<file path="src/include/switch_consts.svh">
`ifndef SWITCH_CONSTS_SVH
`define SWITCH_CONSTS_SVH

// Switch size
`define SW_NUM_PORTS 4

// MAC table entries
`define SW_CAM_DEPTH 8

// Frame buffer bytes, shared by all ingress ports
`define SW_BUF_DEPTH 128

// Forwarding decisions waiting for the dispatcher
`define SW_DEC_DEPTH 4

`define SW_BCAST_MAC 48'hFFFF_FFFF_FFFF

`endif

</file>
<file path="src/logic/switch_pkg.sv">
`default_nettype none

`include "switch_consts.svh"

package switch_pkg;

    typedef logic [$clog2(`SW_NUM_PORTS)-1:0] port_id_t;
    typedef logic [`SW_NUM_PORTS-1:0]         port_mask_t;
    typedef logic [47:0]                      mac_addr_t;

    // One frame byte on any stream
    typedef struct packed {
        logic [7:0] data;
        logic       last;
    } port_beat_t;

    // Shared stream after the arbiter
    typedef struct packed {
        port_beat_t beat;
        port_id_t   port;
    } tagged_beat_t;

    // Empty dest_mask means drop
    typedef struct packed {
        port_mask_t dest_mask;
        port_id_t   src_port;
        logic       flood;
    } fwd_decision_t;

    typedef enum logic [1:0] {
        HDR_DST,
        HDR_SRC,
        HDR_RESOLVE,
        HDR_PAYLOAD
    } lookup_state_e;

    typedef enum logic [1:0] {
        DSP_IDLE,
        DSP_SEND,
        DSP_DISCARD
    } dispatch_state_e;

endpackage

`default_nettype wire

</file>
<file path="src/logic/ingress_arbiter.sv">
`default_nettype none

`include "switch_consts.svh"

module ingress_arbiter (
    input  wire                                             clock,
    input  wire                                             arst_n,
    input  wire switch_pkg::port_mask_t                     in_valid,
    input  wire switch_pkg::port_beat_t [`SW_NUM_PORTS-1:0] in_beat,
    input  wire                                             arb_ready,

    output switch_pkg::port_mask_t                          in_ready,
    output logic                                            arb_valid,
    output switch_pkg::tagged_beat_t                        arb_beat
);

switch_pkg::port_id_t   grant;
switch_pkg::port_id_t   rr_ptr;
switch_pkg::port_id_t   pick;
logic                   pick_found;
logic                   busy;
logic                   xfer_last;

// First requesting port at or after the pointer
always_comb begin
    pick        = rr_ptr;
    pick_found  = 1'b0;
    for (int i = 0; i < `SW_NUM_PORTS; i++) begin
        if (!pick_found && in_valid[(rr_ptr + i) % `SW_NUM_PORTS]) begin
            pick        = switch_pkg::port_id_t'((rr_ptr + i) % `SW_NUM_PORTS);
            pick_found  = 1'b1;
        end
    end
end

always_ff @(posedge clock or negedge arst_n) begin
    if (!arst_n) begin
        busy    <= 1'b0;
        grant   <= '0;
        rr_ptr  <= '0;
    end else if (!busy) begin
        if (pick_found) begin
            busy    <= 1'b1;
            grant   <= pick;
        end
    end else if (xfer_last) begin
        busy    <= 1'b0;
        rr_ptr  <= switch_pkg::port_id_t'((grant + 1) % `SW_NUM_PORTS);
    end
end

// Granted port straight through
assign arb_valid        = busy && in_valid[grant];
assign arb_beat.beat    = in_beat[grant];
assign arb_beat.port    = grant;
assign in_ready         = busy ? (switch_pkg::port_mask_t'(arb_ready) << grant) : '0;
assign xfer_last        = arb_valid && arb_ready && arb_beat.beat.last;

// Granted beat held until both lookup and buffer take it
assert property (@(posedge clock) disable iff (!arst_n)
    arb_valid && !arb_ready |=> arb_valid && $stable(arb_beat));

endmodule

`default_nettype wire

</file>
<file path="src/logic/mac_lookup.sv">
`default_nettype none

`include "switch_consts.svh"

module mac_lookup (
    input  wire                             clock,
    input  wire                             arst_n,
    input  wire                             arb_valid,
    input  wire                             arb_ready,
    input  wire switch_pkg::tagged_beat_t   arb_beat,
    input  wire                             dec_ready,

    output logic                            hdr_ready,
    output logic                            dec_valid,
    output switch_pkg::fwd_decision_t       dec
);

localparam int CAM_W = $clog2(`SW_CAM_DEPTH);
localparam int DEC_W = $clog2(`SW_DEC_DEPTH);

switch_pkg::lookup_state_e  state;
logic [3:0]                 byte_cnt;
logic                       resolve_phase;
logic                       xfer;
logic                       learn;

switch_pkg::mac_addr_t      dst_mac;
switch_pkg::mac_addr_t      src_mac;
switch_pkg::port_id_t       src_port;

switch_pkg::mac_addr_t      cam_mac  [`SW_CAM_DEPTH];
switch_pkg::port_id_t       cam_port [`SW_CAM_DEPTH];
logic [`SW_CAM_DEPTH-1:0]   cam_valid;
logic [CAM_W-1:0]           repl_ptr;

logic                       dst_hit;
switch_pkg::port_id_t       dst_port;
logic                       src_hit;
logic [CAM_W-1:0]           src_idx;
logic                       free_found;
logic [CAM_W-1:0]           free_idx;
logic [CAM_W-1:0]           learn_idx;

switch_pkg::fwd_decision_t  dec_new;
switch_pkg::fwd_decision_t  dec_q;
switch_pkg::fwd_decision_t  dec_mem [`SW_DEC_DEPTH];
logic [DEC_W-1:0]           dec_wr_ptr;
logic [DEC_W-1:0]           dec_rd_ptr;
logic [DEC_W:0]             dec_count;
logic                       dec_full;
logic                       push;
logic                       pop;

assign xfer     = arb_valid && arb_ready;
assign learn    = (state == switch_pkg::HDR_RESOLVE) && !resolve_phase;
assign push     = (state == switch_pkg::HDR_RESOLVE) && resolve_phase;
assign pop      = dec_valid && dec_ready;
assign dec_full = dec_count == `SW_DEC_DEPTH;

always_comb begin
    case (state)
        switch_pkg::HDR_DST,
        switch_pkg::HDR_SRC:     hdr_ready = !dec_full;
        switch_pkg::HDR_RESOLVE: hdr_ready = 1'b0;
        default:                 hdr_ready = 1'b1;
    endcase
end

////////////////////////////////////////////////////////////////////////////
// Header capture
////////////////////////////////////////////////////////////////////////////

always_ff @(posedge clock or negedge arst_n) begin
    if (!arst_n) begin
        state           <= switch_pkg::HDR_DST;
        byte_cnt        <= '0;
        resolve_phase   <= 1'b0;
    end else begin
        case (state)
            switch_pkg::HDR_DST,
            switch_pkg::HDR_SRC: begin
                if (xfer) begin
                    byte_cnt <= byte_cnt + 4'd1;
                    if (byte_cnt == 4'd5) begin
                        state <= switch_pkg::HDR_SRC;
                    end
                    if (byte_cnt == 4'd11) begin
                        byte_cnt    <= '0;
                        state       <= switch_pkg::HDR_RESOLVE;
                    end
                end
            end
            switch_pkg::HDR_RESOLVE: begin
                resolve_phase <= !resolve_phase;
                if (resolve_phase) begin
                    state <= switch_pkg::HDR_PAYLOAD;
                end
            end
            default: begin
                if (xfer && arb_beat.beat.last) begin
                    state <= switch_pkg::HDR_DST;
                end
            end
        endcase
    end
end

// Address bytes arrive most significant first
always_ff @(posedge clock) begin
    if (xfer && state == switch_pkg::HDR_DST) begin
        dst_mac     <= {dst_mac[39:0], arb_beat.beat.data};
        src_port    <= arb_beat.port;
    end
    if (xfer && state == switch_pkg::HDR_SRC) begin
        src_mac <= {src_mac[39:0], arb_beat.beat.data};
    end
    if (learn) begin
        dec_q <= dec_new;
    end
end

////////////////////////////////////////////////////////////////////////////
// CAM compare and learning
////////////////////////////////////////////////////////////////////////////

always_comb begin
    dst_hit     = 1'b0;
    dst_port    = '0;
    src_hit     = 1'b0;
    src_idx     = '0;
    free_found  = 1'b0;
    free_idx    = '0;
    for (int i = 0; i < `SW_CAM_DEPTH; i++) begin
        if (cam_valid[i] && cam_mac[i] == dst_mac && !dst_hit) begin
            dst_hit     = 1'b1;
            dst_port    = cam_port[i];
        end
        if (cam_valid[i] && cam_mac[i] == src_mac && !src_hit) begin
            src_hit = 1'b1;
            src_idx = CAM_W'(i);
        end
        if (!cam_valid[i] && !free_found) begin
            free_found  = 1'b1;
            free_idx    = CAM_W'(i);
        end
    end
end

assign learn_idx = src_hit ? src_idx : (free_found ? free_idx : repl_ptr);

always_comb begin
    dec_new.src_port    = src_port;
    dec_new.flood       = (dst_mac == `SW_BCAST_MAC) || !dst_hit;
    if (dec_new.flood) begin
        dec_new.dest_mask = ~(switch_pkg::port_mask_t'(1) << src_port);
    end else if (dst_port == src_port) begin
        dec_new.dest_mask = '0;
    end else begin
        dec_new.dest_mask = switch_pkg::port_mask_t'(1) << dst_port;
    end
end

always_ff @(posedge clock or negedge arst_n) begin
    if (!arst_n) begin
        cam_valid   <= '0;
        repl_ptr    <= '0;
    end else if (learn) begin
        cam_valid[learn_idx] <= 1'b1;
        if (!src_hit && !free_found) begin
            repl_ptr <= repl_ptr + 1'b1;
        end
    end
end

always_ff @(posedge clock) begin
    if (learn) begin
        cam_mac[learn_idx]  <= src_mac;
        cam_port[learn_idx] <= src_port;
    end
end

////////////////////////////////////////////////////////////////////////////
// Decision queue
////////////////////////////////////////////////////////////////////////////

always_ff @(posedge clock or negedge arst_n) begin
    if (!arst_n) begin
        dec_wr_ptr  <= '0;
        dec_rd_ptr  <= '0;
        dec_count   <= '0;
    end else begin
        if (push) begin
            dec_wr_ptr <= dec_wr_ptr + 1'b1;
        end
        if (pop) begin
            dec_rd_ptr <= dec_rd_ptr + 1'b1;
        end
        if (push && !pop) begin
            dec_count <= dec_count + 1'b1;
        end else if (pop && !push) begin
            dec_count <= dec_count - 1'b1;
        end
    end
end

always_ff @(posedge clock) begin
    if (push) begin
        dec_mem[dec_wr_ptr] <= dec_q;
    end
end

assign dec_valid    = dec_count != '0;
assign dec          = dec_mem[dec_rd_ptr];

// Frames shorter than the header are not supported
assert property (@(posedge clock) disable iff (!arst_n)
    xfer && arb_beat.beat.last |-> state == switch_pkg::HDR_PAYLOAD);

// Space was reserved while the header came in
assert property (@(posedge clock) disable iff (!arst_n)
    push |-> !dec_full || pop);

endmodule

`default_nettype wire

</file>
<file path="src/logic/frame_buffer.sv">
`default_nettype none

`include "switch_consts.svh"

module frame_buffer (
    input  wire                             clock,
    input  wire                             arst_n,
    input  wire                             wr_valid,
    input  wire switch_pkg::port_beat_t     wr_beat,
    input  wire                             rd_ready,

    output logic                            wr_ready,
    output logic                            rd_valid,
    output switch_pkg::port_beat_t          rd_beat
);

localparam int PTR_W = $clog2(`SW_BUF_DEPTH);

switch_pkg::port_beat_t mem [`SW_BUF_DEPTH];
logic [PTR_W-1:0]       wr_ptr;
logic [PTR_W-1:0]       rd_ptr;
logic [PTR_W:0]         count;
logic                   rd_xfer;

assign rd_xfer  = rd_valid && rd_ready;
assign wr_ready = count != `SW_BUF_DEPTH;
assign rd_valid = count != '0;
assign rd_beat  = mem[rd_ptr];

always_ff @(posedge clock or negedge arst_n) begin
    if (!arst_n) begin
        wr_ptr  <= '0;
        rd_ptr  <= '0;
        count   <= '0;
    end else begin
        if (wr_valid) begin
            wr_ptr <= wr_ptr + 1'b1;
        end
        if (rd_xfer) begin
            rd_ptr <= rd_ptr + 1'b1;
        end
        if (wr_valid && !rd_xfer) begin
            count <= count + 1'b1;
        end else if (rd_xfer && !wr_valid) begin
            count <= count - 1'b1;
        end
    end
end

// Write strobe is already a completed transfer
always_ff @(posedge clock) begin
    if (wr_valid) begin
        mem[wr_ptr] <= wr_beat;
    end
end

// Upstream ready must include buffer space
assert property (@(posedge clock) disable iff (!arst_n)
    wr_valid |-> wr_ready);

endmodule

`default_nettype wire

</file>
<file path="src/logic/egress_dispatch.sv">
`default_nettype none

module egress_dispatch (
    input  wire                             clock,
    input  wire                             arst_n,
    input  wire                             dec_valid,
    input  wire switch_pkg::fwd_decision_t  dec,
    input  wire                             buf_valid,
    input  wire switch_pkg::port_beat_t     buf_beat,
    input  wire switch_pkg::port_mask_t     out_ready,

    output logic                            dec_ready,
    output logic                            buf_ready,
    output switch_pkg::port_mask_t          out_valid,
    output switch_pkg::port_beat_t          out_beat
);

switch_pkg::dispatch_state_e    state;
switch_pkg::port_mask_t         mask_q;
logic                           all_ready;
logic                           buf_last;

// Unmasked ports never hold a beat back
assign all_ready    = &(out_ready | ~mask_q);
assign buf_last     = buf_valid && buf_ready && buf_beat.last;

assign dec_ready    = (state == switch_pkg::DSP_IDLE) && buf_valid;
assign buf_ready    = ((state == switch_pkg::DSP_SEND) && all_ready) ||
                      (state == switch_pkg::DSP_DISCARD);
assign out_valid    = ((state == switch_pkg::DSP_SEND) && buf_valid) ? mask_q : '0;
assign out_beat     = buf_beat;

always_ff @(posedge clock or negedge arst_n) begin
    if (!arst_n) begin
        state   <= switch_pkg::DSP_IDLE;
        mask_q  <= '0;
    end else begin
        case (state)
            switch_pkg::DSP_IDLE: begin
                if (dec_valid && dec_ready) begin
                    mask_q  <= dec.dest_mask;
                    state   <= (|dec.dest_mask) ? switch_pkg::DSP_SEND
                                                : switch_pkg::DSP_DISCARD;
                end
            end
            default: begin
                if (buf_last) begin
                    state <= switch_pkg::DSP_IDLE;
                end
            end
        endcase
    end
end

// A flooded frame never returns to its source
assert property (@(posedge clock) disable iff (!arst_n)
    dec_valid && dec.flood |-> !dec.dest_mask[dec.src_port]);

// Stalled output holds until every masked port takes it
assert property (@(posedge clock) disable iff (!arst_n)
    (|out_valid) && !all_ready |=> (out_valid == $past(out_valid)) &&
                                   (out_beat == $past(out_beat)));

endmodule

`default_nettype wire

</file>
<file path="src/logic/switch_core.sv">
`default_nettype none

`include "switch_consts.svh"

module switch_core (
    input  wire                                             clock,
    input  wire                                             arst_n,
    input  wire switch_pkg::port_mask_t                     in_valid,
    input  wire switch_pkg::port_beat_t [`SW_NUM_PORTS-1:0] in_beat,
    input  wire switch_pkg::port_mask_t                     out_ready,

    output switch_pkg::port_mask_t                          in_ready,
    output switch_pkg::port_mask_t                          out_valid,
    output switch_pkg::port_beat_t                          out_beat
);

wire                                arb_valid;
wire                                arb_ready;
wire switch_pkg::tagged_beat_t      arb_beat;
wire                                hdr_ready;
wire                                wr_ready;
wire                                buf_write;

wire                                dec_valid;
wire                                dec_ready;
wire switch_pkg::fwd_decision_t     dec;

wire                                buf_valid;
wire                                buf_ready;
wire switch_pkg::port_beat_t        buf_beat;

// Both lookup and buffer take every beat together
assign arb_ready    = wr_ready && hdr_ready;
assign buf_write    = arb_valid && arb_ready;

ingress_arbiter ingress_arbiter (
    .clock      (clock),
    .arst_n     (arst_n),
    .in_valid   (in_valid),
    .in_beat    (in_beat),
    .arb_ready  (arb_ready),
    .in_ready   (in_ready),
    .arb_valid  (arb_valid),
    .arb_beat   (arb_beat)
);

mac_lookup mac_lookup (
    .clock      (clock),
    .arst_n     (arst_n),
    .arb_valid  (arb_valid),
    .arb_ready  (arb_ready),
    .arb_beat   (arb_beat),
    .dec_ready  (dec_ready),
    .hdr_ready  (hdr_ready),
    .dec_valid  (dec_valid),
    .dec        (dec)
);

frame_buffer frame_buffer (
    .clock      (clock),
    .arst_n     (arst_n),
    .wr_valid   (buf_write),
    .wr_beat    (arb_beat.beat),
    .rd_ready   (buf_ready),
    .wr_ready   (wr_ready),
    .rd_valid   (buf_valid),
    .rd_beat    (buf_beat)
);

egress_dispatch egress_dispatch (
    .clock      (clock),
    .arst_n     (arst_n),
    .dec_valid  (dec_valid),
    .dec        (dec),
    .buf_valid  (buf_valid),
    .buf_beat   (buf_beat),
    .out_ready  (out_ready),
    .dec_ready  (dec_ready),
    .buf_ready  (buf_ready),
    .out_valid  (out_valid),
    .out_beat   (out_beat)
);

endmodule

`default_nettype wire

</file>
<file path="config.mk">
export PLATFORM = sky130hd
export DESIGN_NAME = switch_core
export DESIGN_NICKNAME = d
export VERILOG_FILES = /design/src/logic/switch_pkg.sv /design/src/logic/ingress_arbiter.sv /design/src/logic/mac_lookup.sv /design/src/logic/frame_buffer.sv /design/src/logic/egress_dispatch.sv /design/src/logic/switch_core.sv
export VERILOG_INCLUDE_DIRS = /design/src /design/src/include
export SDC_FILE = /design/constraint.sdc
export NUM_CORES = 2
export LEC_CHECK = 0
export ABC_AREA = 0
export ABC_CLOCK_PERIOD_IN_PS = 5300
export BUFFER_PORTS_ARGS = -buffer_cell sky130_fd_sc_hd__buf_2
export CAP_MARGIN = 20
export CORE_AREA = 2 2 369 371
export DETAILED_ROUTE_END_ITERATION = 7
export DIE_AREA = 0 0 371 373
export PLACE_DENSITY = 0.73
export SYNTH_ARGS = -nofsm -noshare
export SYNTH_HDL_FRONTEND = slang
export SYNTH_HIERARCHICAL = 1
export SYNTH_SLANG_ARGS = --single-unit
</file>
<file path="constraint.sdc">
create_clock -name clock -period 5.3 [get_ports clock]
set_clock_uncertainty 0.1 [all_clocks]
set_input_delay 1.325 -clock clock [delete_from_list [all_inputs] [get_ports clock]]
set_output_delay 1.325 -clock clock [all_outputs]
set_load 0.05 [all_outputs]
</file>
==> run summary <==
The tools report the remaining number of nets flagged by the antenna check after routing as 0. The number of design rule violations left after detail routing was 0. For the setup slack of the worst register-to-register path, the log shows 470 ps.

The period utilization came out at 0.9913. The element type at the critical path end was a primary output. In this run the critical register-to-register path is launched from mac_lookup/src_mac[11]$_DFFE_PP_.

TritonCTS built the clock tree. The proportion of layout cells with a drive suffix above 1 came out at 0.2020. The first TritonRoute pass finished after 6 iterations. The worst hold path terminates at mac_lookup/repl_ptr[2]$_DFFE_PN0P_. Data arrives at the worst endpoint at 3830 ps. The net count reported at finish was 4,748. The critical path goes through buf_12 -> buf_4 -> mux4_1 -> mux4_2 -> o32ai_1 -> a22oi_1 -> buf_2.

The wire length after detailed routing is 213,200 um, and the max-slew violation total from the final report is 0. The tools report the global-route track usage on met2 as 0.4707. The fraction of met3 tracks used by global routing is 0.07090, and the effective utilization at floorplan is 0.5530. The floorplan step set the die width to 371 um. The number of buffers and inverters on the critical path was 3; the die outline height was 373 um.

Setup repair after global routing left no endpoint under its margin. The region available for standard cell placement spans 134,600 um2. The routed layout has 43,160 vias.

Clock tree synthesis found a total of 1,728 sinks. For this run, the top clock speed supported by timing is 190.3 MHz. Counting the buffers created by CTS gives 171. Global routing finished with a remaining overflow of 0. At the end of routability-driven placement, the weighted congestion stood at 1.037.

The maximum single-stage delay on the critical path is 610 ps. Endpoint of the worst register-to-register path: mac_lookup/cam_mac[1][31]$_DFFE_PP_. Once detailed placement completed, the half-perimeter wirelength came to 138,700 um.

The first global-routing pass estimated 303,300 um of wire. The run gives 99 as the largest net degree at the start of global routing. STA classifies the critical path startpoint as a register.

The run finished with clean final reports. The final non-filler cell area was 84,320 um2. The beginning of the worst hold path was mac_lookup/repl_ptr[2]$_DFFE_PN0P_. Dividing the detail-routed wire length by the instance count gives 32.20 um.

The path depth of the worst reg2reg path came out at 11. The logs give 0 for the final hold violation count and 0.4247 for the met1 global-route usage. The tightest min-delay check is of the reg -> reg type.

For this design the static power due to leakage is 27.54 nW. For the via count of the first global-routing pass, the log shows 42,270. For this design the ratio of total power to cell area is 546.1 nW/um2. Via density per instance: 6.521. In this run the cell area measured after placement is 78,170 um2. In this run the cell area of the synthesized design comes to 74,450 um2. For the worst-skew pair, the clock arrives at the later sink with an insertion delay of 850 ps. Of all nets on the critical path, the largest fanout is 10.

At the worst endpoint, the required time is 3880 ps. For this block, the initial DRC count from the detailed router was 6,505. For the number of antenna violations at the first check in global routing, the log shows 2. The smallest clock period supported by the final layout is computed as 5254 ps.

The headroom to the max-slew limit was 0.1541. The number of endpoints failing setup at the final stage is 0. The worst IR drop on VDD is 0.0004076 V. Setup total negative slack on the finished layout was measured at 0 ps.

For the number of warnings reported in the yosys synthesis log, the log shows 6. The count of max-cap constraint violations was 0. Synthesized netlist net count: 4,447.

Among cell families on the critical path, the largest total delay comes from multiplexers. The cell sitting at the root of the clock tree is a sky130_fd_sc_hd__clkbuf_16. The clock slew at the register clock pins of the worst setup and hold paths is 60 ps. The overall die area is 138,400 um2.

The logs give 0.6264 for the utilization of the core after routing and 4 for the number of levels the H-tree was split into. The transition at the pin with the smallest max-transition slack was 1269 ps. Cell with the biggest individual delay on the critical path: sky130_fd_sc_hd__mux4_1. Hold is met by 377.6 ps. The tools report the overall routing resource usage as 0.3087.

Leaving out fill and tap cells, the most frequent cell in the layout is sky130_fd_sc_hd__edfxtp_1. The number of buffers added on ports was 62; the number of standard-cell rows in the floorplan was 135. The tools report the I/O pin count as 63. The layer flagged by global routing as most heavily used is met2.

Counting every instance in the synthesized netlist gives 4,382. The worst hold path cell count came out at 1. Critical path start-end classification: reg -> out. Dividing the synthesized area by the synthesized cell count gives 16.99 um2. Maximum buffer depth of the clock tree: 3. In the layout the commonest cells are sky130_fd_sc_hd__edfxtp_1, sky130_fd_sc_hd__xor2_1, sky130_fd_sc_hd__xnor2_1, sky130_fd_sc_hd__buf_4, sky130_fd_sc_hd__mux4_2.

From synthesis to final layout, the design area changed by 13.27%.
==> how the worst max path moves through the flow <==
| stage | from | to | slack (ps) | depth (start not counted) |
|---|---|---|---|---|
| 4_1_cts | frame_buffer/rd_ptr[4]$_DFFE_PN0P_ | out_beat[0] | -10 | 8 |
| 5_1_grt | frame_buffer/rd_ptr[0]$_DFFE_PN0P_ | out_beat[6] | 4 | 8 |
| 2_1_floorplan | mac_lookup/src_mac[3]$_DFFE_PP_ | mac_lookup/cam_mac[1][0]$_DFFE_PP_ | -240 | 10 |
| 3_3_place_gp | frame_buffer/rd_ptr[0]$_DFFE_PN0P_ | out_beat[4] | 570 | 9 |
| 6_report | frame_buffer/rd_ptr[0]$_DFFE_PN0P_ | out_beat[2] | 50 | 7 |
| 3_5_place_dp | frame_buffer/rd_ptr[0]$_DFFE_PN0P_ | out_beat[4] | 500 | 9 |
==> flip-flops by register name, summed over array words and instances, names as in the netlist, 3 cells and up <==
register                flops
mac_lookup/dec_mem         16
mac_lookup/src_mac         48
frame_buffer/count          8
frame_buffer/wr_ptr         7
mac_lookup/dec_q            4
egress_dispatch/mask_q      4
frame_buffer/mem         1152
mac_lookup/cam_mac        384
mac_lookup/repl_ptr         3
mac_lookup/cam_port        16
mac_lookup/cam_valid        8
frame_buffer/rd_ptr         7
mac_lookup/byte_cnt         4
mac_lookup/dec_count        3
mac_lookup/dst_mac         48
==> timing repair <==
| action | in CTS | in global routing |
|---|---|---|
| pin swaps | 0 | 1 |
| setup endpoints to repair | 9 | 8 |
| setup buffers | 6 | 2 |
| gates cloned | 3 | 1 |
| gates resized for setup | 22 | 16 |
| hold buffers | 0 | 0 |
==> worst reg2reg max path: cells and delay by family, from the launching register on <==
kind / cells / cell delay (ps)
compound gates: 2 / 430
flops: 1 / 1200
buf+inv: 2 / 580
xor+xnor: 1 / 80
simple gates: 6 / 2030
==> report_power, final <==
group	switching, mW	internal, mW
Combinational	9.36	5.61
Sequential	1.57	17.4
Clock	5.39	6.67
Total	16.3	29.7
==> per-layer routing <==
metal | vias to the layer above | part of all wire
met4 | 2 | 0.054
met5 | - | 0.00044
li1 | 17720 | -
met2 | 2877 | 0.46
met1 | 21970 | 0.37
met3 | 593 | 0.12
==> through the flow <==
stage	instances	power, mW	worst slack [ps]
floorplan	4382	27.71	-239.4
global placement	6275	33.14	566.5
detailed placement	6276	33.38	499.7
CTS	6606	45.77	-10.55
global route	6612	47.34	3.791
finish	6619	46.05	46.07
==> final cells by class <==
class / count / area [um2]
flip-flops and latches: 1728 / 51610
fillers: 9310 / 50300
multi-input cells: 2307 / 21260
clock buffers: 211 / 4491
repair buffers: 375 / 3198
well taps: 1781 / 2228
clock inverters: 110 / 1142
inverters: 100 / 377.9
diodes: 7 / 17.52
No activity file was read; power rests on OpenSTA's default activity.
